==> src/rtl/limeBusPkg.sv <==
`default_nettype none

package limeBusPkg;

  localparam int busDataWidth = 32;
  localparam int memDepth = 256;  // words
  localparam int memAddrWidth = 8; // word address
  localparam int apbAddrWidth = 12; // byte address on apb

  // memory window 0x000..0x3FC, one word per 4 bytes
  localparam logic [apbAddrWidth-1:0] memBase = 12'h000;
  localparam logic [apbAddrWidth-1:0] ctrlAddr = 12'h400;   // bit 0 start
  localparam logic [apbAddrWidth-1:0] statusAddr = 12'h404; // bit 0 halted, bit 1 running

endpackage

`default_nettype wire

==> src/rtl/memBusIf.sv <==
`timescale 1ns/1ps
`default_nettype none

// req/ack word bus, requester holds everything steady until ack
interface memBusIf;
  import limeBusPkg::*;

  logic req;
  logic we;
  logic [memAddrWidth-1:0] addr;   // word address
  logic [busDataWidth-1:0] wdata;
  logic [busDataWidth-1:0] rdata;  // valid in ack cycle
  logic ack;                       // one cycle per transfer

  modport requester (
    output req, we, addr, wdata,
    input rdata, ack
  );

  modport memory (
    input req, we, addr, wdata,
    output rdata, ack
  );

endinterface

`default_nettype wire

==> src/rtl/apbHostPort.sv <==
`timescale 1ns/1ps
`default_nettype none

module apbHostPort (
  input logic CLK,
  input logic Reset,
  input logic PSEL,
  input logic PENABLE,
  input logic PWRITE,
  input logic [limeBusPkg::apbAddrWidth-1:0] PADDR,
  input logic [limeBusPkg::busDataWidth-1:0] PWDATA,
  input logic halted,
  input logic running,
  output logic [limeBusPkg::busDataWidth-1:0] PRDATA,
  output logic PREADY,
  output logic PSLVERR,
  output logic start,
  memBusIf.requester hostBus
);
  import limeBusPkg::*;

  logic access; // apb access phase
  logic memSel, ctrlSel, statusSel;

  assign access = PSEL & PENABLE;
  assign memSel = (PADDR[apbAddrWidth-1:memAddrWidth+2] ==
                   memBase[apbAddrWidth-1:memAddrWidth+2]);
  assign ctrlSel = (PADDR == ctrlAddr);
  assign statusSel = (PADDR == statusAddr);

  // memory window waits for ack, registers answer at once
  assign PREADY = access & (memSel ? hostBus.ack : 1'b1);
  assign PSLVERR = access & ~(memSel | ctrlSel | statusSel);

  always_comb begin
    if (memSel)
      PRDATA = hostBus.rdata;
    else if (statusSel)
      PRDATA = {{(busDataWidth-2){1'b0}}, running, halted};
    else
      PRDATA = '0;
  end

  // start pulse, access phase of a register write is one cycle
  always_ff @(posedge CLK or posedge Reset) begin
    if (Reset)
      start <= 1'b0;
    else
      start <= access & PWRITE & ctrlSel & PWDATA[0];
  end

  assign hostBus.req = access & memSel; // held while PENABLE stays up
  assign hostBus.we = PWRITE;
  assign hostBus.addr = PADDR[memAddrWidth+1:2]; // byte to word
  assign hostBus.wdata = PWDATA;

endmodule

`default_nettype wire

==> src/flat_wrapper.sv <==
// flat-port wrapper written by rule: the top's interface ports become plain ports
module apbHostPort_flat import limeBusPkg::*;
  (CLK, Reset, PSEL, PENABLE, PWRITE, PADDR, PWDATA, halted, running, PRDATA, PREADY, PSLVERR, start, hostBus_req, hostBus_we, hostBus_addr, hostBus_wdata, hostBus_rdata, hostBus_ack);
  memBusIf hostBus_i ();
  input logic CLK;
  input logic Reset;
  input logic PSEL;
  input logic PENABLE;
  input logic PWRITE;
  input logic [limeBusPkg::apbAddrWidth-1:0] PADDR;
  input logic [limeBusPkg::busDataWidth-1:0] PWDATA;
  input logic halted;
  input logic running;
  output logic [limeBusPkg::busDataWidth-1:0] PRDATA;
  output logic PREADY;
  output logic PSLVERR;
  output logic start;
  output wire logic [$bits(hostBus_i.req)-1:0] hostBus_req;
  output wire logic [$bits(hostBus_i.we)-1:0] hostBus_we;
  output wire logic [$bits(hostBus_i.addr)-1:0] hostBus_addr;
  output wire logic [$bits(hostBus_i.wdata)-1:0] hostBus_wdata;
  input wire logic [$bits(hostBus_i.rdata)-1:0] hostBus_rdata;
  input wire logic [$bits(hostBus_i.ack)-1:0] hostBus_ack;
  assign hostBus_req = hostBus_i.req;
  assign hostBus_we = hostBus_i.we;
  assign hostBus_addr = hostBus_i.addr;
  assign hostBus_wdata = hostBus_i.wdata;
  assign hostBus_i.rdata = hostBus_rdata;
  assign hostBus_i.ack = hostBus_ack;
  apbHostPort u_core (.CLK(CLK), .Reset(Reset), .PSEL(PSEL), .PENABLE(PENABLE), .PWRITE(PWRITE), .PADDR(PADDR), .PWDATA(PWDATA), .halted(halted), .running(running), .PRDATA(PRDATA), .PREADY(PREADY), .PSLVERR(PSLVERR), .start(start), .hostBus(hostBus_i));
endmodule
==> config.mk <==
export PLATFORM = sky130hd
export DESIGN_NAME = apbHostPort_flat
export DESIGN_NICKNAME = d
export VERILOG_FILES = /design/src/rtl/limeBusPkg.sv /design/src/rtl/memBusIf.sv /design/src/rtl/apbHostPort.sv /design/src/flat_wrapper.sv
export SDC_FILE = /design/constraint.sdc
export NUM_CORES = 1
export LEC_CHECK = 0
export ABC_CLOCK_PERIOD_IN_PS = 800
export BUFFER_PORTS_ARGS = -buffer_cell sky130_fd_sc_hd__buf_2
export CORE_MARGIN = 4
export CORE_UTILIZATION = 20
export DETAILED_ROUTE_END_ITERATION = 10
export MAX_ROUTING_LAYER = met4
export PLACE_DENSITY = 0.88
export SLEW_MARGIN = 5
export SYNTH_ARGS = -nofsm -noshare
export SYNTH_HDL_FRONTEND = slang
export SYNTH_SLANG_ARGS = --single-unit
==> constraint.sdc <==
create_clock -name CLK -period 0.8 [get_ports CLK]
set_input_delay 0.04 -clock CLK [delete_from_list [all_inputs] [get_ports CLK]]
set_output_delay 0.04 -clock CLK [all_outputs]
set_load 0.01 [all_outputs]
# == Yosys cells after proc, flatten, opt, wreduce, memory -nomap -nowiden ==
# Index checks and enable logic that the tools add are counted.
# W data, S select, Z words.
# word_totals
register_bits,1
inputBits,84
out_inout_bits,77
wordCells,17
# classes
eq_ne,2
n_mux,3
n_bitwise,10
reduce_logical,1
# ops
op,n
$mux W32,1
$eq A12 B11 Y1 const B,2
$and A1 B1 Y1,7
$logic_not A2 Y1,1
$mux W2,1
$or A1 B1 Y1,2
$mux W1,1
$not A1 Y1,1

# == Longest topological paths before layout ==
# logic_depth
word_depth,5
depth_mapped,4
mapped_depth_nobuf,3

# == Least setup slack after synthesis ==
# No wires, ideal clock.
# synth_timing
path_kind,input-to-output
start,in PADDR[3] (netlist name)
end,out PRDATA[0] (netlist name)
t_arrival_ns,0.756
required_ns,0.760
path_slack_ns,0.004
stages,3
n_path_buf,0
cell_sequence,nor4_1 nand3_1 o21ai_0
# synth_between
elab_chain_len,3
# synth_rtl
item,line_no,source
start: declaration,flat_wrapper.sv:10,input logic [limeBusPkg::apbAddrWidth-1:0] PADDR;
$eq A12 B11 Y1,apbHostPort.sv:29,assign statusSel = (PADDR == statusAddr);
$mux W2,apbHostPort.sv:38,else if (statusSel)
$mux W32,apbHostPort.sv:36,if (memSel)
end: declaration,flat_wrapper.sv:14,output logic [limeBusPkg::busDataWidth-1:0] PRDATA;
# Every way passes these cells.

# == Worst setup path after layout ==
# layout_timing
start,in PADDR[11] (netlist name)
end,out PRDATA[10] (netlist name)
# layout_between
elab_chain_len,2
# layout_rtl
item,line_no,source
$logic_not A2 Y1,apbHostPort.sv:26,assign memSel = (PADDR[apbAddrWidth-1:memAddrWidth+2] ==
$mux W32,apbHostPort.sv:36,
# Every way passes these cells.

==> metrics.md <==
| Metric | Value |
|---|---|
| Layout area overhead | 95.1% |
| Pin count of the biggest net entering global routing | 9 |
| DRT iter0 DRCs | 2 |
| Post-Place Worst Slack | -0.218 ns |
| N_diodes | 0 |
| Sw Pwr | 0.000218 W |
| Crit-path slowest cell | nor2_4 |
| Final WS setup | -0.118 ns |
| P per Cell Area | about 490 nW/um^2 |
| Core Util, Final | 0.409 |
| Initial Util | 0.209 |
| Critical Path RT | ~0.76 ns |
| Core ar. | roughly 3000 um^2 |
| Highest-count cells in the layout ignoring fill and taps | buf_2 (70), buf_6 (31), and2_4 (22) |
| # rows | 20 |
| Syn_nets | around 180 |
| Mean Syn Cell Area | just under 7 um^2 |
| Vias | slightly above 800 |
| Die width | around 65 um |
| Logic depth of the worst path, buffers included | 7 |
| Fraction of layout cells with a size suffix above 1 | 0.867 |
| Biggest register | u_core.start |
| Synthesized area | roughly 640 um^2 |
| Max incr delay on CP | between 0.15 and 0.2 ns |
| Nets@finish | 244 |
| Buf/Inv on CP | 5 |
| RePlAce Congestion | between 0.6 and 0.7 |
| Critical path's top delay family | buffers and inverters |
| Leakage power | 0.696 nW |
| Biggest regs | u_core.start x1 |
| Worst Setup EP | PRDATA[10] |
| WL per Instance | about 12 um |
| Crit path capture type | primary output |
| Crit-path cells | buf_8 -> buf_6 -> nor2_4 -> buf_12 -> buf_8 -> and2_4 -> buf_6 |
| Die Area | 4190 um^2 |
| Worst setup startpoint | PADDR[11] |
| Grt ovf | 0 |
| Highest Clock Rate | around 1.1 GHz |
| Crit path max fanout | 8 |
| Outcome | finished, violations left |
| Final WL | ~2500 um |
| Max reg flops | 1 |
| Vias in the first global route | ~830 |
| Setup CP Type | in -> out |
| Sequential area share after synthesis | 0.0388 |
| Total Routing Usage GR | 0.111 |
| Max cap viols | 0 |
| Chip height | 64.8 um |
| Slew Limit Headroom | 0.867 |
| Worst endpoint data arrival time | roughly 0.88 ns |
| Via/cell ratio | roughly 4 |
| Commonest non-fill, non-tap cell in the layout | buf_2 |
| RSZ-0062 raised after global routing | true |
| Min-delay src | PWDATA[18] |
| DRT Pass-1 Iters | 2 |
| Final slew viol count | 0 |
| First-pass GRT wire length | approximately 3800 um |
| Setup_tns | -2.83 ns |
| Slew of the pin with the lowest slew margin | 0.198 ns |
| Final min period | slightly above 0.9 ns |
| Tot Pwr | around 0.00061 W |
| Synth cell types | 14 |
| # port buffers | 98 |
| Fillers | 332 |
| Final hold violations | 0 |
| Part of the power in the clock network | 0 |
| Seq pwr share | 0.084 |
| Failing checks | negative setup slack |
| Synth Register Bits | 1 |
| Post-synthesis cell count | between 90 and 100 |
| Worst Setup Start Kind | input port |
| HP Class | in -> out |
| I/O pin cnt | roughly 160 |
| YS warnings | 0 |
| Hold_ws | 0.0800 ns |
| Sw Share | 0.354 |
| Post-route ant nets | 0 |
| Internal | 0.000397 W |
| Final Cycle Share | 1.15 |
| Hpwl dp | between 1500 and 2000 um |
| Logic pwr share | 0.916 |
| Initial antenna violation count | 0 |
| # DRC | 0 |
| Setup-failing EPs final | 34 |
| VDD IR max | between 0.15 and 0.2 mV |
[repair_timing]
| item | in CTS | in global routing |
|---|---|---|
| gates cloned | 3 | 0 |
| gates resized for setup | 43 | 28 |
| setup endpoints to repair | 35 | 36 |
| pin swaps | 18 | 7 |
| hold buffers | 1 | 0 |
| setup buffers | 1 | 0 |
| hold endpoints to repair | 1 | 0 |
[worst min path at each step]
stage / endpoint / cells past startpoint
6_report: hostBus_wdata[18] / 0
5_1_grt: hostBus_wdata[7] / 0
4_1_cts: hostBus_wdata[13] / 0
3_5_place_dp: u_core.start$_DFF_PP0_ / 2
3_3_place_gp: u_core.start$_DFF_PP0_ / 2
2_1_floorplan: u_core.start$_DFF_PP0_ / 1
[cells in the mapped netlist]
cell type	instances	share of area
clkbuf_2	1	0.0078
or2_2	1	0.0097
nand3_1	3	0.023
buf_4	41	0.48
dfrtp_1	1	0.039
nor3b_1	2	0.023
nand2_1	4	0.023
nor4_2	2	0.039
nor2_1	4	0.023
and2_1	30	0.29
o21ai_0	2	0.016
clkbuf_1	2	0.012
inv_1	1	0.0058
nor4_1	1	0.0097
[metal layers]
metal	up-vias	wire (um)	GRT usage	share of wire
li1	381	-	-	-
met1	369	822	0.128	0.33
met2	55	1360	0.207	0.55
met3	8	260	0.0121	0.11
met4	0	35	0.0211	0.014
met5	-	0	-	0
[power by group through the flow]
stage	clock network [W]	registers (W)	logic, W
detailed placement	0	0.0000515	0.000382
finish	0	0.0000515	0.000563
global route	0	0.0000515	0.000613
global placement	0	0.0000515	0.000376
CTS	0	0.0000515	0.000514
floorplan	0	0.0000515	0.000333
[area by class of cell]
type | instances | area, um^2 | share of cell area
inverter | 1 | 3.75 | 0.00299
multi-input combinational | 49 | 399 | 0.317
sequential | 1 | 25.0 | 0.0199
tap | 44 | 55.1 | 0.0438
timing repair buffer | 107 | 774 | 0.616
[cells by family after synthesis]
kind of cell           after synthesis  synth area share
and+or+nand+nor                     47             0.443
buffers and inverters               45             0.503
AOI/OAI and AO/OA                    2            0.0155
DFF                                  1            0.0388
[through the flow]
step / cell area (um^2) / std cells
finish: 1260 / 202
global placement: 902 / 197
detailed placement: 902 / 197
global route: 1260 / 202
CTS: 1150 / 202
floorplan: 644 / 95
No activity file was read; power rests on OpenSTA's default activity.
