<file path="src/rtl/limeBusPkg.sv">
`default_nettype none

package limeBusPkg;

  localparam int busDataWidth = 32;
  localparam int memDepth = 256;  // words
  localparam int memAddrWidth = 8; // word address
  localparam int apbAddrWidth = 12; // byte address on apb

  // memory window 0x000..0x3FC, one word per 4 bytes
  localparam logic [apbAddrWidth-1:0] memBase = 12'h000;
  localparam logic [apbAddrWidth-1:0] ctrlAddr = 12'h400;   // bit 0 start
  localparam logic [apbAddrWidth-1:0] statusAddr = 12'h404; // bit 0 halted, bit 1 running

endpackage

`default_nettype wire

</file>
<file path="src/rtl/memBusIf.sv">
`timescale 1ns/1ps
`default_nettype none

// req/ack word bus, requester holds everything steady until ack
interface memBusIf;
  import limeBusPkg::*;

  logic req;
  logic we;
  logic [memAddrWidth-1:0] addr;   // word address
  logic [busDataWidth-1:0] wdata;
  logic [busDataWidth-1:0] rdata;  // valid in ack cycle
  logic ack;                       // one cycle per transfer

  modport requester (
    output req, we, addr, wdata,
    input rdata, ack
  );

  modport memory (
    input req, we, addr, wdata,
    output rdata, ack
  );

endinterface

`default_nettype wire

</file>
<file path="src/rtl/memArbiter.sv">
`timescale 1ns/1ps
`default_nettype none

module memArbiter (
  input logic CLK,
  input logic Reset,
  memBusIf.memory coreBus,
  memBusIf.memory hostBus,
  memBusIf.requester memBus
);

  logic busy;      // grant locked until ack
  logic lastHost;  // last winner, also owner while busy
  logic grantHost; // host side selected

  always_comb begin
    if (busy)
      grantHost = lastHost;
    else if (coreBus.req && hostBus.req)
      grantHost = ~lastHost; // round robin on a tie
    else
      grantHost = hostBus.req;
  end

  always_ff @(posedge CLK or posedge Reset) begin
    if (Reset) begin
      busy <= 1'b0;
      lastHost <= 1'b0;
    end else if (!busy && memBus.req) begin
      busy <= 1'b1;
      lastHost <= grantHost;
    end else if (busy && memBus.ack) begin
      busy <= 1'b0;
    end
  end

  assign memBus.req = grantHost ? hostBus.req : coreBus.req;
  assign memBus.we = grantHost ? hostBus.we : coreBus.we;
  assign memBus.addr = grantHost ? hostBus.addr : coreBus.addr;
  assign memBus.wdata = grantHost ? hostBus.wdata : coreBus.wdata;

  // only the owner sees ack and data
  assign coreBus.ack = memBus.ack & ~grantHost;
  assign hostBus.ack = memBus.ack & grantHost;
  assign coreBus.rdata = grantHost ? '0 : memBus.rdata;
  assign hostBus.rdata = grantHost ? memBus.rdata : '0;

endmodule

`default_nettype wire

</file>
<file path="src/flat_wrapper.sv">
// flat-port wrapper written by rule: the top's interface ports become plain ports
module memArbiter_flat 
  (CLK, Reset, coreBus_req, coreBus_we, coreBus_addr, coreBus_wdata, coreBus_rdata, coreBus_ack, hostBus_req, hostBus_we, hostBus_addr, hostBus_wdata, hostBus_rdata, hostBus_ack, memBus_req, memBus_we, memBus_addr, memBus_wdata, memBus_rdata, memBus_ack);
  memBusIf coreBus_i ();
  memBusIf hostBus_i ();
  memBusIf memBus_i ();
  input logic CLK;
  input logic Reset;
  input wire logic [$bits(coreBus_i.req)-1:0] coreBus_req;
  input wire logic [$bits(coreBus_i.we)-1:0] coreBus_we;
  input wire logic [$bits(coreBus_i.addr)-1:0] coreBus_addr;
  input wire logic [$bits(coreBus_i.wdata)-1:0] coreBus_wdata;
  output wire logic [$bits(coreBus_i.rdata)-1:0] coreBus_rdata;
  output wire logic [$bits(coreBus_i.ack)-1:0] coreBus_ack;
  input wire logic [$bits(hostBus_i.req)-1:0] hostBus_req;
  input wire logic [$bits(hostBus_i.we)-1:0] hostBus_we;
  input wire logic [$bits(hostBus_i.addr)-1:0] hostBus_addr;
  input wire logic [$bits(hostBus_i.wdata)-1:0] hostBus_wdata;
  output wire logic [$bits(hostBus_i.rdata)-1:0] hostBus_rdata;
  output wire logic [$bits(hostBus_i.ack)-1:0] hostBus_ack;
  output wire logic [$bits(memBus_i.req)-1:0] memBus_req;
  output wire logic [$bits(memBus_i.we)-1:0] memBus_we;
  output wire logic [$bits(memBus_i.addr)-1:0] memBus_addr;
  output wire logic [$bits(memBus_i.wdata)-1:0] memBus_wdata;
  input wire logic [$bits(memBus_i.rdata)-1:0] memBus_rdata;
  input wire logic [$bits(memBus_i.ack)-1:0] memBus_ack;
  assign coreBus_i.req = coreBus_req;
  assign coreBus_i.we = coreBus_we;
  assign coreBus_i.addr = coreBus_addr;
  assign coreBus_i.wdata = coreBus_wdata;
  assign coreBus_rdata = coreBus_i.rdata;
  assign coreBus_ack = coreBus_i.ack;
  assign hostBus_i.req = hostBus_req;
  assign hostBus_i.we = hostBus_we;
  assign hostBus_i.addr = hostBus_addr;
  assign hostBus_i.wdata = hostBus_wdata;
  assign hostBus_rdata = hostBus_i.rdata;
  assign hostBus_ack = hostBus_i.ack;
  assign memBus_req = memBus_i.req;
  assign memBus_we = memBus_i.we;
  assign memBus_addr = memBus_i.addr;
  assign memBus_wdata = memBus_i.wdata;
  assign memBus_i.rdata = memBus_rdata;
  assign memBus_i.ack = memBus_ack;
  memArbiter u_core (.CLK(CLK), .Reset(Reset), .coreBus(coreBus_i), .hostBus(hostBus_i), .memBus(memBus_i));
endmodule
</file>
<file path="config.mk">
export PLATFORM = sky130hd
export DESIGN_NAME = memArbiter_flat
export DESIGN_NICKNAME = d
export VERILOG_FILES = /design/src/rtl/limeBusPkg.sv /design/src/rtl/memBusIf.sv /design/src/rtl/memArbiter.sv /design/src/flat_wrapper.sv
export SDC_FILE = /design/constraint.sdc
export NUM_CORES = 1
export LEC_CHECK = 0
export BUFFER_PORTS_ARGS = -buffer_cell sky130_fd_sc_hd__buf_2
export CAP_MARGIN = 20
export CORE_ASPECT_RATIO = 0.7
export CORE_MARGIN = 2
export CORE_UTILIZATION = 30
export DETAILED_ROUTE_END_ITERATION = 10
export GPL_ROUTABILITY_DRIVEN = 0
export PLACE_DENSITY = 0.73
export REMOVE_ABC_BUFFERS = 1
export SYNTH_ARGS = -nofsm -noshare
export SYNTH_HDL_FRONTEND = slang
export SYNTH_SLANG_ARGS = --single-unit
export TNS_END_PERCENT = 100
</file>
<file path="constraint.sdc">
create_clock -name CLK -period 2.22 [get_ports CLK]
set_input_delay 0 -clock CLK [delete_from_list [all_inputs] [get_ports CLK]]
set_output_delay 0 -clock CLK [all_outputs]
set_load 0.02 [all_outputs]
</file>
After elaboration in Yosys (flattened, before gate mapping)
Cells that the tools add are included.
{"block": "totals", "input_bits": 119, "regBits": 2, "elab_cells": 21}
{"block": "op_classes", "mux": 10, "reduce_logical": 5, "n_bitwise": 4}
{"cell": "2-to-1 mux 32 bit", "count": 3}
{"cell": "2-to-1 mux 8 bit", "count": 1}
{"cell": "2-to-1 mux 1 bit", "count": 6}
{"cell": "logical AND 1 bit", "count": 3}
{"cell": "AND 1 bit", "count": 2}
{"cell": "NOT 1 bit", "count": 2}
{"cell": "nonzero test 2 bit", "count": 1}
{"cell": "logical NOT 1 bit", "count": 1}

Logic depth before layout (Yosys ltp)
{"block": "logic_depth", "ltp_word": 6, "depth_mapped": 7}

Worst setup path before layout
Ideal clock, no wire load.
{"block": "synth_path", "kind": "flip-flop to output port", "startpoint": "register u_core.lastHost", "endpoint": "output memBus_addr[0]", "arrival_ns": 1.483, "setup_slack_ns": 0.737, "stages_incl_launch_ff": 7, "n_path_buf": 3, "t_required_ns": 2.220, "path_cell_list": "dfrtp_1 buf_4 a21boi_2 buf_6 buf_6 mux2i_1 o21ai_0"}
{"block": "synth_between", "elab_chain_cells": 4}
{"element": "start, declared", "line_no": "memArbiter.sv:13", "text": "logic lastHost;"}
{"element": "start signal, assigned", "line_no": "memArbiter.sv:31", "text": "lastHost <= grantHost;"}
{"element": "NOT 1 bit", "line_no": "memArbiter.sv:20", "text": "grantHost = ~lastHost;"}
{"element": "2-to-1 mux 1 bit", "line_no": "memArbiter.sv:19", "text": "else if (coreBus.req && hostBus.req)"}
{"element": "2-to-1 mux 1 bit *", "line_no": "memArbiter.sv:17", "text": "if (busy)"}
{"element": "2-to-1 mux 8 bit *", "line_no": "memArbiter.sv:39", "text": "assign memBus.addr = grantHost ? hostBus.addr : coreBus.addr;"}
{"element": "end, declared", "line_no": "flat_wrapper.sv:23", "text": "output wire logic [$bits(memBus_i.addr)-1:0] memBus_addr;"}
Every way passes the cells marked *; elsewhere a longest branch is shown, timed or not.

Worst setup path in the final report
{"block": "layout_path", "startpoint": "register u_core.lastHost", "endpoint": "output memBus_addr[6]"}
Same word-level chain as after synthesis.

==> results.json <==
{
  "status": "finished, final reports clean",
  "synth-seq-cells": 2,
  "fin_cells": 556,
  "grt_pass1_vias": 2237,
  "rows": 24,
  "cts_buffer_depth": 2,
  "required_ps": 2220,
  "cts_root_buf": "clkbuf_8",
  "clkPwrFrac_pct": 6.7,
  "initial_utilization_pct": 31.22,
  "rsz0062_at_grt": "false",
  "die-area_sq_mm": 0.007204,
  "core_area_sq_mm": 0.006276,
  "area_delta_synth_final_pct": 59.00,
  "ios": 227,
  "slew_viol_final": 0,
  "p_per_area_mw_per_mm2": 704.7,
  "gr-usage-met2_pct": 30.22,
  "hp-class": "in2reg",
  "cp.arrival_ps": 2050,
  "worstSetupEndpointType": "primary output",
  "htreeDepth": 1,
  "die_h_um": 71.62,
  "seq_area_sq_um": 52.55,
  "leakage_uw": 0.001744,
  "dp_cells": 552,
  "place_hpwl_um": 5595,
  "multi_input_area_sq_mm": 0.001725,
  "synth_warnings": 0,
  "grt.total_usage_pct": 16.91,
  "peakVddDrop_v": 0.0003537,
  "syn_avg_cell_area_sq_um": 7.284,
  "min_period_ps": 2052,
  "worstSkewPairLatency_ps": 210,
  "final_common_cell": "buf_2",
  "cts_tree": "yes",
  "final_area_sq_mm": 0.003115,
  "total_power_uw": 2195,
  "placed_area_sq_mm": 0.003064,
  "post_cts_buffers": 0,
  "drtAntennaViolNets": 0,
  "worst_clock_skew_ps": 4.450,
  "switching_share_pct": 55.62,
  "cts-buffers-inserted": 3,
  "synth.distinct_cells": 19,
  "dr.pass1.iters": 4,
  "path_clk_slew_ps": 30,
  "grt_pass1_wl_um": 10110,
  "nets": 599,
  "num_vias": 2543,
  "drc": 0,
  "cap_violations": 0,
  "drt_iter0_markers": 95,
  "antenna_found_initial": 0,
  "hold_viol": 0,
  "antennaDiodeCount": 0,
  "fill_cells": 612,
  "fin_setup_tns_ps": 0,
  "yosysSeqAreaShare_pct": 2.554,
  "fp.dieW_um": 100.6,
  "p_int_uw": 974.4,
  "critical_path_peak_fanout": 28,
  "netlist_instances": 269,
  "post-route-period-util_pct": 92.45,
  "switching_power_uw": 1221,
  "gr-usage-met3_pct": 3.317,
  "top_usage_layer": "met2",
  "final_cell_mix": "buf_2, mux2i_1, mux2_2, nand2_1, o21ai_0",
  "port_buffers": 226,
  "grt_overflow": 0,
  "pwr-share-comb_pct": 88.9,
  "netlist_area_sq_mm": 0.001959,
  "critPathLaunchType": "flip-flop",
  "met1_usage_pct": 21.60,
  "drive_above_1_share_pct": 58.37,
  "max_freq_ghz": 0.4872,
  "vias_per_cell": 4.574,
  "relSlewSlack_pct": 54.35,
  "finalSetupViolCount": 0,
  "cts_sinks": 2,
  "grt_max_degree": 86,
  "finalWirelength_um": 6755,
  "wl_per_cell_um": 12.15,
  "critPathKind": "reg2out",
  "p_seq_share_pct": 4.4,
  "worst_pin_slew_ps": 684.8
}
[synth_stat cells (all sizes together)]
cell,count,area (sq um)
a21boi,1,11.26
a21oi,3,15.01
a31oi,1,6.260
and2,33,206.5
buf,20,161.4
clkbuf,6,22.52
dfrtp,2,50.05
inv,2,7.510
mux2,41,461.7
mux2i,43,442.9
nand2,41,153.9
nor2,1,3.750
nor2b,33,206.5
nor3,1,5.000
o21ai,41,205.2
[worst paths after layout]
| check | startpoint | to | slack (ps) | cells after the start |
|---|---|---|---|---|
| max | u_core.lastHost | memBus_addr[6] | 170 | 5 |
| min | memBus_ack | u_core.busy | 20 | 2 |
| max reg2reg | u_core.busy | u_core.busy | 880 | 3 |
| min reg2reg | u_core.busy | u_core.lastHost | 620 | 2 |
| max in group asynchronous | Reset | u_core.lastHost | 1900 | 3 |
| min in group asynchronous | Reset | u_core.busy | 200 | 3 |
[state kept, by name (all words and copies together) (netlist names)]
signal	count
u_core.lastHost	1
u_core.busy	1
[cell type report]
class                      instances  area share (%)
timing repair buffer             232           38.23
multi-input combinational        239           55.38
tap                               78           3.133
inverter                           2          0.2410
sequential                         2           1.687
clock buffer                       3           1.325
[metal layers]
layer | vias to the layer above | wire, um
met1 | 1127 | 2999
met4 | 0 | 23
li1 | 1341 | -
met2 | 73 | 3384
met3 | 2 | 348
met5 | - | 0
[what timing repair did]
item	in CTS	in global routing
endpoints found under the hold margin	2	0
endpoints found under the setup margin	0	0
hold buffers	1	0
resized for setup	0	0
[power groups by stage]
stage | logic (uW) | registers [uW] | clock network, uW
after floorplan | 1260 | 151 | 0
after global placement | 1930 | 93.4 | 0
after detailed placement | 1960 | 96.1 | 0
after CTS | 1960 | 96.3 | 152
after global routing | 2100 | 102 | 160
final | 1950 | 95.9 | 148
[per-stage QoR]
step	hold WS [ps]	util, %	setup slack, ps
detailed placement	-143.1	48.82	400.0
global route	19.40	49.64	30.71
CTS	16.83	49.64	171.3
floorplan	-258.8	-	-1991
global placement	-142.2	48.82	441.3
finish	15.26	49.64	167.6
[cell families after synthesis]
family	count (synthesis)	share of synthesized area [%]
AOI/OAI and AO/OA	46	12.13
buffers and inverters	28	9.770
DFF	2	2.554
muxes	84	46.17
and+or+nand+nor	109	29.37
[worst max-delay path, cell delays in order (launching register included)]
cell     delay [ps]
dfrtp_2         650
buf_4           430
mux2_2          380
nand2_1          60
o21ai_0         100
buf_2           200
Power figures use the tool's default switching activity.
