`config.mk`:
```
export PLATFORM = sky130hd
export DESIGN_NAME = limeDatapath_flat
export DESIGN_NICKNAME = d
export VERILOG_FILES = /design/src/rtl/limeIsaPkg.sv /design/src/rtl/limeBusPkg.sv /design/src/rtl/memBusIf.sv /design/src/rtl/limeControl.sv /design/src/rtl/limeAlu.sv /design/src/rtl/limeDatapath.sv /design/src/flat_wrapper.sv
export SDC_FILE = /design/constraint.sdc
export NUM_CORES = 2
export LEC_CHECK = 0
export BUFFER_PORTS_ARGS = -buffer_cell sky130_fd_sc_hd__buf_4
export CAP_MARGIN = 20
export CORE_MARGIN = 2
export CORE_UTILIZATION = 57
export DETAILED_ROUTE_END_ITERATION = 10
export GPL_TIMING_DRIVEN = 0
export PLACE_DENSITY = 0.73
export SETUP_SLACK_MARGIN = 0.1
export SYNTH_ARGS = -nofsm -noshare
export SYNTH_HDL_FRONTEND = slang
export SYNTH_HIERARCHICAL = 1
export SYNTH_SLANG_ARGS = --single-unit
```
`constraint.sdc`:
```
create_clock -name CLK -period 8.3 [get_ports CLK]
set_input_delay 0.415 -clock CLK [delete_from_list [all_inputs] [get_ports CLK]]
set_output_delay 0.415 -clock CLK [all_outputs]
set_load 0.05 [all_outputs]
```
`src/rtl/limeIsaPkg.sv`:
```
`default_nettype none

package limeIsaPkg;

  localparam int dataWidth = 32;               // registers and instructions
  localparam int regAddrWidth = 5;             // 32 regs, r0 reads zero
  localparam int immWidth = 10;                // signed word offset
  localparam int shamtWidth = $clog2(dataWidth);

  // opcode, bits 2:0
  typedef enum logic [2:0] {
    opRType = 3'b000,
    opRiType = 3'b001, // reg-imm, also jalr and branches
    opIType = 3'b010,
    opNop = 3'b011,
    opJal = 3'b100,
    opHalt = 3'b111
  } opcodeT;

  // funct, bits 6:3; low two bits pick the branch compare
  typedef enum logic [3:0] {
    fnAdd = 4'h0, fnSub = 4'h1, fnAnd = 4'h2, fnOr = 4'h3,
    fnXor = 4'h4, fnSll = 4'h5, fnSrl = 4'h6, fnSla = 4'h7,
    fnSra = 4'h8, fnLw = 4'h9, fnSw = 4'hA, fnJalr = 4'hB,
    fnBeq = 4'hC, fnBne = 4'hD, fnBlt = 4'hE, fnBge = 4'hF
  } functT;

  typedef enum logic [3:0] {
    aluAdd = 4'h0, aluSub = 4'h1, aluAnd = 4'h2, aluOr = 4'h3,
    aluXor = 4'h4, aluSll = 4'h5, aluSrl = 4'h6, aluSla = 4'h7,
    aluSra = 4'h8,
    aluAddr = 4'h9, // load/store and jump target add
    aluPass = 4'hA, // a straight through, link value
    aluNone = 4'hF
  } aluOpT;

  typedef enum logic [3:0] {
    stFetch, stDecode, stRType, stRiType, stRTypeEnd, stLw1, stLw2,
    stSw, stJalr, stBranch, stBranch2, stJal,
    stHalted // also the idle state after reset
  } ctrlStateT;

  // msb first, so opcode lands on 2:0
  typedef struct packed {
    logic [immWidth-1:0] imm;     // 31:22
    logic [regAddrWidth-1:0] rs2; // 21:17
    logic [regAddrWidth-1:0] rs1; // 16:12
    logic [regAddrWidth-1:0] rd;  // 11:7
    functT funct;                 // 6:3
    opcodeT opcode;               // 2:0
  } instrT;

  // alu operand selects
  localparam logic [1:0] srcAPc = 2'd0;
  localparam logic [1:0] srcAReg = 2'd2; // anything else gives zero
  localparam logic [1:0] srcBReg = 2'd0;
  localparam logic [1:0] srcBOne = 2'd1;
  localparam logic [1:0] srcBImm = 2'd2;

endpackage

`default_nettype wire

```
`src/rtl/limeBusPkg.sv`:
```
`default_nettype none

package limeBusPkg;

  localparam int busDataWidth = 32;
  localparam int memDepth = 256;  // words
  localparam int memAddrWidth = 8; // word address
  localparam int apbAddrWidth = 12; // byte address on apb

  // memory window 0x000..0x3FC, one word per 4 bytes
  localparam logic [apbAddrWidth-1:0] memBase = 12'h000;
  localparam logic [apbAddrWidth-1:0] ctrlAddr = 12'h400;   // bit 0 start
  localparam logic [apbAddrWidth-1:0] statusAddr = 12'h404; // bit 0 halted, bit 1 running

endpackage

`default_nettype wire

```
`src/rtl/memBusIf.sv`:
```
`timescale 1ns/1ps
`default_nettype none

// req/ack word bus, requester holds everything steady until ack
interface memBusIf;
  import limeBusPkg::*;

  logic req;
  logic we;
  logic [memAddrWidth-1:0] addr;   // word address
  logic [busDataWidth-1:0] wdata;
  logic [busDataWidth-1:0] rdata;  // valid in ack cycle
  logic ack;                       // one cycle per transfer

  modport requester (
    output req, we, addr, wdata,
    input rdata, ack
  );

  modport memory (
    input req, we, addr, wdata,
    output rdata, ack
  );

endinterface

`default_nettype wire

```
`src/rtl/limeControl.sv`:
```
`timescale 1ns/1ps
`default_nettype none

module limeControl (
  input logic CLK,
  input logic Reset,
  input logic start,
  input limeIsaPkg::opcodeT opcode,
  input limeIsaPkg::functT funct,
  input logic memAck,
  input logic branchTaken,
  output limeIsaPkg::ctrlStateT state,
  output limeIsaPkg::aluOpT aluOp,
  output logic [1:0] aluSrcA,
  output logic [1:0] aluSrcB,
  output logic iorD,
  output logic irWrite,
  output logic memReq,
  output logic memWrite,
  output logic memToReg,
  output logic regWrite,
  output logic pcSrc,
  output logic pcWrite,
  output logic halted,
  output logic running
);
  import limeIsaPkg::*;

  ctrlStateT nextState;
  aluOpT functOp; // alu op decoded from funct

  always_ff @(posedge CLK or posedge Reset) begin
    if (Reset) begin
      state <= stHalted; // idle, wait for host start
      halted <= 1'b0;
    end else begin
      state <= nextState;
      if (state == stDecode && opcode == opHalt)
        halted <= 1'b1;
      else if (state == stHalted && start)
        halted <= 1'b0;
    end
  end

  assign running = (state != stHalted);

  always_comb begin
    case (funct)
      fnAdd: functOp = aluAdd;
      fnSub: functOp = aluSub;
      fnAnd: functOp = aluAnd;
      fnOr: functOp = aluOr;
      fnXor: functOp = aluXor;
      fnSll: functOp = aluSll;
      fnSrl: functOp = aluSrl;
      fnSla: functOp = aluSla;
      fnSra: functOp = aluSra;
      fnLw, fnSw: functOp = aluAddr; // effective address
      default: functOp = aluNone;
    endcase
  end

  // next state, memory states sit until memAck
  always_comb begin
    nextState = state;
    case (state)
      stHalted: if (start) nextState = stFetch;
      stFetch: if (memAck) nextState = stDecode;
      stDecode: begin
        case (opcode)
          opRType: nextState = stRType;
          opRiType: begin
            if (funct == fnJalr)
              nextState = stJalr;
            else if (funct inside {fnBeq, fnBne, fnBlt, fnBge})
              nextState = stBranch;
            else
              nextState = stRiType;
          end
          opIType: nextState = stRiType;
          opJal: nextState = stJal;
          opHalt: nextState = stHalted;
          default: nextState = stFetch; // nop and unused opcodes
        endcase
      end
      stRType: nextState = stRTypeEnd;
      stRiType: begin
        case (funct)
          fnLw: nextState = stLw1;
          fnSw: nextState = stSw;
          default: nextState = stRTypeEnd;
        endcase
      end
      stLw1: if (memAck) nextState = stLw2;
      stSw: if (memAck) nextState = stFetch;
      stBranch: nextState = stBranch2;
      default: nextState = stFetch; // rTypeEnd, lw2, jal, jalr, branch2
    endcase
  end

  always_comb begin
    aluOp = aluNone;
    aluSrcA = srcAPc;
    aluSrcB = srcBReg;
    iorD = 1'b0;
    irWrite = 1'b0;
    memReq = 1'b0;
    memWrite = 1'b0;
    memToReg = 1'b0;
    regWrite = 1'b0;
    pcSrc = 1'b0;
    pcWrite = 1'b0;
    case (state)
      stFetch: begin
        memReq = 1'b1;
        aluOp = aluAdd; // pc + 1
        aluSrcB = srcBOne;
        irWrite = memAck;
        pcWrite = memAck;
      end
      stDecode: aluOp = aluPass; // aluOut <= pc, the link value
      stRType: begin
        aluOp = functOp;
        aluSrcA = srcAReg;
      end
      stRiType, stLw1, stSw: begin
        // same inputs in lw1/sw keep aluOut on the address
        aluOp = functOp;
        aluSrcA = srcAReg;
        aluSrcB = srcBImm;
        iorD = (state != stRiType);
        memReq = (state != stRiType);
        memWrite = (state == stSw);
      end
      stRTypeEnd: regWrite = 1'b1;
      stLw2: begin
        memToReg = 1'b1;
        regWrite = 1'b1;
      end
      stJal, stJalr: begin
        aluOp = aluAddr; // target straight into pc
        aluSrcA = (state == stJalr) ? srcAReg : srcAPc;
        aluSrcB = srcBImm;
        pcWrite = 1'b1;
        regWrite = 1'b1; // link from aluOut
      end
      stBranch: begin
        aluOp = aluAddr; // pc + imm into aluOut
        aluSrcB = srcBImm;
      end
      stBranch2: begin
        aluOp = aluSub;
        aluSrcA = srcAReg;
        pcSrc = 1'b1;
        pcWrite = branchTaken; // compare lives in the alu
      end
      default: ;
    endcase
  end

endmodule

`default_nettype wire

```
`src/rtl/limeAlu.sv`:
```
`timescale 1ns/1ps
`default_nettype none

module limeAlu (
  input logic [limeIsaPkg::dataWidth-1:0] a,
  input logic [limeIsaPkg::dataWidth-1:0] b,
  input limeIsaPkg::aluOpT op,
  input logic [1:0] branchType,
  output logic [limeIsaPkg::dataWidth-1:0] result,
  output logic branchTaken
);
  import limeIsaPkg::*;

  logic [shamtWidth-1:0] shamt;

  assign shamt = b[shamtWidth-1:0]; // low bits only

  always_comb begin
    case (op)
      aluAdd, aluAddr: result = a + b;
      aluSub: result = a - b;
      aluAnd: result = a & b;
      aluOr: result = a | b;
      aluXor: result = a ^ b;
      aluSll, aluSla: result = a << shamt; // left shifts agree
      aluSrl: result = a >> shamt;
      aluSra: result = $signed(a) >>> shamt;
      aluPass: result = a;
      default: result = '0;
    endcase
  end

  // branch compare, signed for lt/ge
  always_comb begin
    case (branchType)
      2'b00: branchTaken = (a == b);  // beq
      2'b01: branchTaken = (a != b);  // bne
      2'b10: branchTaken = ($signed(a) < $signed(b));  // blt
      default: branchTaken = ($signed(a) >= $signed(b)); // bge
    endcase
  end

endmodule

`default_nettype wire

```
`src/rtl/limeDatapath.sv`:
```
`timescale 1ns/1ps
`default_nettype none

module limeDatapath (
  input logic CLK,
  input logic Reset,
  input logic start,
  output logic halted,
  output logic running,
  memBusIf.requester coreBus
);
  import limeIsaPkg::*;
  import limeBusPkg::*;

  ctrlStateT state;
  aluOpT aluOp;
  logic [1:0] aluSrcA;
  logic [1:0] aluSrcB;
  logic iorD, irWrite, memReq, memWrite, memToReg, regWrite, pcSrc, pcWrite;
  logic branchTaken;
  logic [1:0] branchType;
  logic [dataWidth-1:0] pc;      // word address
  logic [dataWidth-1:0] aluOut;  // registered alu result
  logic [dataWidth-1:0] dataReg; // load data
  logic [dataWidth-1:0] regA, regB, srcA, srcB, immExt, aluResult, wbData;
  instrT ir;
  logic [dataWidth-1:0] regFile [2**regAddrWidth];

  limeControl i_limeControl (
    .CLK, .Reset, .start,
    .opcode(ir.opcode),
    .funct(ir.funct),
    .memAck(coreBus.ack),
    .branchTaken,
    .state, .aluOp, .aluSrcA, .aluSrcB,
    .iorD, .irWrite, .memReq, .memWrite, .memToReg, .regWrite,
    .pcSrc, .pcWrite, .halted, .running
  );

  limeAlu i_limeAlu (
    .a(srcA),
    .b(srcB),
    .op(aluOp),
    .branchType,
    .result(aluResult),
    .branchTaken
  );

  assign branchType = ir.funct[1:0];
  assign immExt = {{(dataWidth-immWidth){ir.imm[immWidth-1]}}, ir.imm};
  assign regA = (ir.rs1 == '0) ? '0 : regFile[ir.rs1]; // r0 hardwired
  assign regB = (ir.rs2 == '0) ? '0 : regFile[ir.rs2];
  assign wbData = memToReg ? dataReg : aluOut;

  always_comb begin
    case (aluSrcA)
      srcAPc: srcA = pc;
      srcAReg: srcA = regA;
      default: srcA = '0;
    endcase
    case (aluSrcB)
      srcBReg: srcB = regB;
      srcBOne: srcB = {{(dataWidth-1){1'b0}}, 1'b1};
      srcBImm: srcB = immExt;
      default: srcB = '0;
    endcase
  end

  always_ff @(posedge CLK or posedge Reset) begin
    if (Reset)
      pc <= '0;
    else if (state == stHalted && start)
      pc <= '0; // every run starts at word 0
    else if (pcWrite)
      pc <= pcSrc ? aluOut : aluResult;
  end

  always_ff @(posedge CLK) begin
    aluOut <= aluResult;
    if (irWrite)
      ir <= instrT'(coreBus.rdata);
    if (coreBus.ack)
      dataReg <= coreBus.rdata;
    if (regWrite && ir.rd != '0)
      regFile[ir.rd] <= wbData;
  end

  // pc for fetch, aluOut for lw/sw
  assign coreBus.req = memReq;
  assign coreBus.we = memWrite;
  assign coreBus.addr = iorD ? aluOut[memAddrWidth-1:0] : pc[memAddrWidth-1:0];
  assign coreBus.wdata = regB; // store data from rs2

endmodule

`default_nettype wire

```
`src/flat_wrapper.sv`:
```
// flat-port wrapper written by rule: the top's interface ports become plain ports
module limeDatapath_flat import limeIsaPkg::*; import limeBusPkg::*;
  (CLK, Reset, start, halted, running, coreBus_req, coreBus_we, coreBus_addr, coreBus_wdata, coreBus_rdata, coreBus_ack);
  memBusIf coreBus_i ();
  input logic CLK;
  input logic Reset;
  input logic start;
  output logic halted;
  output logic running;
  output wire logic [$bits(coreBus_i.req)-1:0] coreBus_req;
  output wire logic [$bits(coreBus_i.we)-1:0] coreBus_we;
  output wire logic [$bits(coreBus_i.addr)-1:0] coreBus_addr;
  output wire logic [$bits(coreBus_i.wdata)-1:0] coreBus_wdata;
  input wire logic [$bits(coreBus_i.rdata)-1:0] coreBus_rdata;
  input wire logic [$bits(coreBus_i.ack)-1:0] coreBus_ack;
  assign coreBus_req = coreBus_i.req;
  assign coreBus_we = coreBus_i.we;
  assign coreBus_addr = coreBus_i.addr;
  assign coreBus_wdata = coreBus_i.wdata;
  assign coreBus_i.rdata = coreBus_rdata;
  assign coreBus_i.ack = coreBus_ack;
  limeDatapath u_core (.CLK(CLK), .Reset(Reset), .start(start), .halted(halted), .running(running), .coreBus(coreBus_i));
endmodule
```
# [After elaboration in Yosys (flattened, before gate mapping)]
# Memory sizes are Yosys's and may differ from the RTL's. A register that Yosys moved wholly into a read port is not among the register bits.
# Cells that the tools add are included.
# W data, S select, Z words.
[totals] word_cells=133 ramBits=1024 mem_count=2 regBits=133 input_bits=36 mem_bits_ro=64 out_inout_bits=44
[op_classes] shifts=3 n_reduce_logical=25 magnitude_cmp=2 mux=39 n_bitwise=3 n_eq_ne=46 n_addsub=2
[mem_list] memory="u_core.regFile" words=32 width=32 read_ports=2 rd_clocked_by_memory_dff=2 write_ports=1 line_no="limeDatapath.sv:27" rtl="logic [dataWidth-1:0] regFile [2**regAddrWidth];"
[mem_list] memory="(name not given)" words=16 width=4 read_ports=1 rd_clocked_by_memory_dff=1 write_ports=0 line_no="limeControl.sv:48" rtl="case (funct)"
[ops] op="$pmux W32 S9" count=1
[ops] op="$mux W32" count=6
[ops] op="$pmux W32 S3" count=1
[ops] op="$pmux W32 S2" count=1
[ops] op="$eq A4 B4 Y1 const B" count=15
[ops] op="$pmux W4 S5" count=2
[ops] op="$add A32 B32 Y32" count=1
[ops] op="$and A32 B32 Y32" count=1
[ops] op="$eq A32 B32 Y1" count=1
[ops] op="$eq A4 B3 Y1 const B" count=8
[ops] op="$ge A32 B32 Y1" count=1
[ops] op="$lt A32 B32 Y1" count=1
[ops] op="$ne A32 B32 Y1" count=1
[ops] op="$or A32 B32 Y32" count=1
[ops] op="$pmux W4 S8" count=1
[ops] op="$shl A32 B5 Y32" count=1
[ops] op="$shr A32 B5 Y32" count=1
[ops] op="$sshr A32 B5 Y32" count=1
[ops] op="$sub A32 B32 Y32" count=1
[ops] op="$xor A32 B32 Y32" count=1
[ops] op="$mux W4" count=7
[ops] op="$eq A4 B2 Y1 const B" count=4
[ops] op="$pmux W2 S2" count=3
[ops] op="$logic_not A5 Y1" count=2
[ops] op="28 further kinds" count=57

# [Logic depth before layout (Yosys ltp)]
[depth] ltp_word=10 depth_mapped=31 mapped_depth_nobuf=24

# [Cells and area by module]
# Netlist, hierarchy kept.
[modules_own_cells] mod="limeDatapath" seq_area_each_um2=34312.9 area_per_inst_um2=53268.6 cells_per_inst=2759 n_inst=1
[modules_own_cells] mod="limeAlu" seq_area_each_um2=0.0 area_per_inst_um2=8719.6 cells_per_inst=1286 n_inst=1
[modules_own_cells] mod="limeControl" seq_area_each_um2=127.6 area_per_inst_um2=711.9 cells_per_inst=107 n_inst=1

# [Worst setup path after synthesis]
# No wires, ideal clock.
[synth_timing] path_kind="reg-to-reg" start="reg u_core.i_limeControl.state[3]" end="reg u_core.pc[22]" required_time_ns=8.206 setup_ns=0.094 t_arrival_ns=6.297 path_buffers=10 path_stages_with_launch=30 period_less_slack_ns=6.391 path_slack_ns=1.909 cell_sequence="dfstp_2 -> buf_2 -> buf_4 -> a21oi_1 -> a211oi_1 -> nor2b_1 -> clkbuf_1 -> a32o_1 -> clkbuf_1 -> clkinv_1 -> buf_2 -> buf_2 -> clkbuf_1 -> ha_1 -> buf_4 -> nor3_2 -> or3_4 -> a211o_1 -> a22oi_2 -> nand2_1 -> a221o_2 -> a2111oi_4 -> or3b_1 -> and3_1 -> o22ai_1 -> nor3_1 -> clkbuf_1 -> buf_1 -> nor2_1 -> a211oi_1"
[synth_via] word_cells_on_any_way=61 classes_between="add/sub (2); order compare (2); eq/ne (25); shift (3); mux (13); bitwise (3); reduce/logical (13)"
[synth_lines] element="start: declaration" line_no="limeControl.sv:12" rtl="output limeIsaPkg::ctrlStateT state,"
[synth_lines] element="start signal: assignment" line_no="limeControl.sv:34" rtl="state <= stHalted;"
[synth_lines] element="start signal: assignment" line_no="limeControl.sv:37" rtl="state <= nextState;"
[synth_lines] element="$eq A4 B3 Y1, or another cell as far along" line_no="limeControl.sv:113" rtl="case (state)"
[synth_lines] element="$reduce_or A6 Y1 (no source line)"
[synth_lines] element="$pmux W2 S2 *" line_no="limeControl.sv:113"
[synth_lines] element="net u_core.aluSrcB[1]" line_no="limeDatapath.sv:18" rtl="logic [1:0] aluSrcB;"
[synth_lines] element="$eq A2 B2 Y1, or another cell as far along" line_no="limeDatapath.sv:61" rtl="case (aluSrcB)"
[synth_lines] element="$pmux W32 S3 *" line_no="limeDatapath.sv:61"
[synth_lines] element="net u_core.srcB[2]" line_no="limeDatapath.sv:25" rtl="logic [dataWidth-1:0] regA, regB, srcA, srcB, immExt, aluResult, wbData;"
[synth_lines] element="$ge A32 B32 Y1, or another cell as far along" line_no="limeAlu.sv:39" rtl="default: branchTaken = ($signed(a) >= $signed(b));"
[synth_lines] element="$pmux W1 S3 *" line_no="limeAlu.sv:35" rtl="case (branchType)"
[synth_lines] element="net u_core.branchTaken" line_no="limeDatapath.sv:20" rtl="logic branchTaken;"
[synth_lines] element="$pmux W1 S3 *" line_no="limeControl.sv:113"
[synth_lines] element="net u_core.pcWrite" line_no="limeDatapath.sv:19" rtl="logic iorD, irWrite, memReq, memWrite, memToReg, regWrite, pcSrc, pcWrite;"
[synth_lines] element="$reduce_bool A2 Y1 (no source line) *"
[synth_lines] element="end signal: assignment" line_no="limeDatapath.sv:75" rtl="pc <= pcSrc ? aluOut : aluResult;"
[synth_lines] element="end: declaration" line_no="limeDatapath.sv:22" rtl="logic [dataWidth-1:0] pc;"
# Mark *: on every way through the listed nets, which the timed path passes. The rest lies on a longest branch. The select of a mux whose other input is x is not followed.
# A chain may end at the register's enable or synchronous reset.

==> summary.md <==
| Metric | Value |
|---|---|
| Final instance count without filler cells | around 6000 |
| Vias in the first global route | approximately 44000 |
| CORE AREA | 109000 um^2 |
| Sink Count | between 1000 and 1500 |
| Nets | around 4600 |
| Initial antenna violation count | 17 |
| Port bufs | 79 |
| DRT iter0 DRCs | between 9000 and 10000 |
| Clk buf depth | 3 |
| Capturing point of the worst reg2reg path | u_core/pc[31] |
| Skew final | approximately 0.11 ns |
| Crit start category | flop |
| Critical path endpoint category | flop |
| Cell Rows | approximately 120 |
| Die Span Y | 336 um |
| Synth warnings | 6 |
| Most frequent cells in the layout | edfxtp_1, mux4_2, nor2_1, mux2i_1, a21oi_1 |
| # setup viols final | 5 |
| Clock transition at path regs | roughly 0.060 ns |
| Seq/Total Area, Yosys | ~55% |
| Total CTS buffers | 117 |
| Yosys top cell by area | edfxtp_1 |
| Violated checks | negative setup slack |
| Layout cells sized above 1 | between 20% and 30% |
| Top cell family by delay on the critical path | compound AO/OA/AOI/OAI gates |
| Netlist cell types | 96 |
| Achievable frequency | approximately 0.12 GHz |
| Crit share post-route | 100% |
| DPL Wire Length | around 200 mm |
| Worst Path Max Fanout | 10 |
| Cell count along the critical path | 25 |
| Number of iterations in the first detailed-routing pass | 7 |
| Status | finished with violations |
| Max Cap Viol | 0 |
| RePlAce Congestion | 1.14 |
| Largest family of logic cells by synthesized area | multiplexers |
| Post-synthesis register bit count | between 1000 and 1500 |
| Yosys top cell area share | about 52% |
| Die Width | between 300 and 400 um |
| Hold depth | 4 |
| Number of H-tree levels | 3 |
| Max-slew headroom | just over 5% |
| Number of flops mapped to enable cells by yosys | ~1100 |
| Crit-path max cell delay | 1.04 ns |
| GRT Resource Usage Total | about half |
| Vias per std cell | between 7 and 8 |
| Buffers & Inverters on Critical Path | 7 |
| Worst Slack Setup Final | -0.0409 ns |
| Slowest stage cell, crit path | a21oi_1 |
| R2R Setup Slk | -0.04 ns |
| Placed Cells | slightly below 6000 |
| FF-to-FF path depth | 25 |
| Simple-gate share of the synthesized area | 5.35% |
| Synthesized instance count | roughly 4200 |
| Clk root buf | clkbuf_16 |
| Post-Syn Area per Cell | ~15 um^2 |
| Final Hold Vio Count | 0 |
| Area grow syn2layout | 14.3% |
| Largest net degree at the start of global routing | 34 |
| CTS tree | yes |
| Cell mode on critical path | buf_2 |
| Clk_lat worst skew | just under 0.8 ns |
| First-pass GRT wire length | around 360 mm |
| Gr ovfl total | 0 |
| DRT Wirelength | 272 mm |
| Synth area leaders | edfxtp_1, mux4_2, mux2i_1 |
| WS Path Type | reg2reg |
| Hold WC Path Type | in2reg |
| Xor and xnor area share after synthesis | 0.168% |
| Synth Flop Type | edfxtp_1 |
| Mapped cell area | between 60000 and 70000 um^2 |
| Post-layout min period | 8.34 ns |
| Routed length per instance | approximately 45 um |
| Post-synthesis mux area share | approximately 25% |
| I/O pin cnt | 80 |
| Worst-Margin Slew | between 1 and 1.5 ns |
| Critical path required time | between 8 and 9 ns |
| Commonest non-fill, non-tap cell in the layout | edfxtp_1 |
| Post-synthesis compound-gate area fraction | 9.16% |
| Ys async rst share | about 3.2% |
| RSZ-0062 raised after global routing | false |
| Starting Density | 57.5% |
| Die area | roughly 110000 um^2 |
| DR vias | ~48000 |
| Pins Over Slew Limit | 0 |
| Adder and majority cell fraction of the synthesized area | about 2.0% |
| WP data arrival | slightly below 9 ns |
| Routed Antenna Nets | 0 |
| Hold worst-path end | u_core/i_limeControl/state[3] |
| DRC viols | 0 |
| Min-delay src | start |
-- registers in the layout (all words and copies together) (netlist names), named ones only --
name / count
u_core/regFile: 1024
u_core/aluOut: 32
u_core/dataReg: 32
u_core/pc: 32
u_core/ir: 20
u_core/immExt: 10
u_core/i_limeControl/state: 4
u_core/branchType: 2
u_core/i_limeControl/halted: 1
-- how the worst max path moves through the flow --
stage                    end  slack (ns)
2_1_floorplan  u_core/pc[22]        1.91
3_3_place_gp   u_core/pc[31]       -3.06
3_5_place_dp   u_core/pc[26]       -1.69
4_1_cts        u_core/pc[22]        0.11
5_1_grt        u_core/pc[30]        0.16
6_report       u_core/pc[31]       -0.04
-- layer usage --
metal	vias up	GRT usage [%]	wire [um]
li1	17700	-	-
met1	23800	60.6	87700
met2	4948	66.8	111000
met3	1127	21.2	46600
met4	14	33.3	25600
met5	-	1.04	329
-- synth_stat cells (12+ instances only) --
cell,number
o211ai_1,24
o21ai_1,20
o221ai_1,49
a21o_1,16
o22ai_1,58
a21oi_1,177
nand3_1,38
buf_6,14
a311oi_1,22
edfxtp_1,1088
nand4_1,13
mux2_2,140
nand2b_1,19
and2_1,28
nor3_1,41
o21ai_0,138
a31oi_1,19
o31ai_1,18
ha_1,98
dfxtp_1,42
nor2b_1,40
mux2i_1,198
a211o_1,18
a211oi_1,80
or3_1,12
dfrtp_1,35
buf_2,78
nand2_1,136
nor4_1,22
mux4_2,538
clkbuf_1,160
o21bai_1,14
a221oi_1,39
a22oi_1,50
nor2_1,317
buf_1,39
inv_1,98
buf_4,38
-- cells by family (layout without fill, tap and decap cells) --
group,after synthesis,in the layout
flip-flops,1167,1167
multiplexers,876,876
AO/OA/AOI/OAI,835,835
AND/OR/NAND/NOR,721,721
buffers and inverters,439,866
adder cells (fa/ha/maj),100,100
XOR/XNOR,12,12
other,2,38
-- metrics by stage --
| step | setup TNS [ns] | util, % | cell area [um^2] | setup slack (ns) | hold slack [ns] |
|---|---|---|---|---|---|
| detailed placement | -55.26 | 61.4 | 66900 | -1.69 | 0.369 |
| floorplan | 0 | - | 62800 | 1.91 | 0.192 |
| global route | 0 | 65.7 | 71600 | 0.161 | 0.0775 |
| finish | -0.0777 | 65.7 | 71700 | -0.0409 | 0.0697 |
| CTS | 0 | 65.5 | 71400 | 0.108 | 0.0338 |
| global placement | -126.45 | 59.8 | 65200 | -3.06 | 0.370 |
-- tightest hold or removal path, delay by kind of cell --
| family | cells | cell delay, ns |
|---|---|---|
| compound gates | 1 | 0.06 |
| buf+inv | 2 | 0.16 |
| simple gates | 1 | 0.10 |
-- layout make-up --
| type | instances | area [um^2] |
|---|---|---|
| clock inverter | 77 | 920 |
| tap | 1414 | 1770 |
| sequential | 1167 | 34400 |
| buffer | 332 | 1790 |
| inverter | 102 | 385 |
| clock buffer | 145 | 3090 |
| multi-input combinational | 2577 | 27000 |
| antenna | 5 | 12.5 |
| fill | 7625 | 37400 |
| timing repair buffer | 210 | 2250 |
-- timing repair --
item	4_1_cts	5_1_grt
endpoints found under the hold margin	88	0
pin swaps	1	2
hold buffers	33	0
resized for setup	40	63
buffers inserted	1	1
setup endpoints to repair	51	33
Power is not shown: default switching activity piles up to over one toggle a cycle in this logic, so the estimate is an artifact.
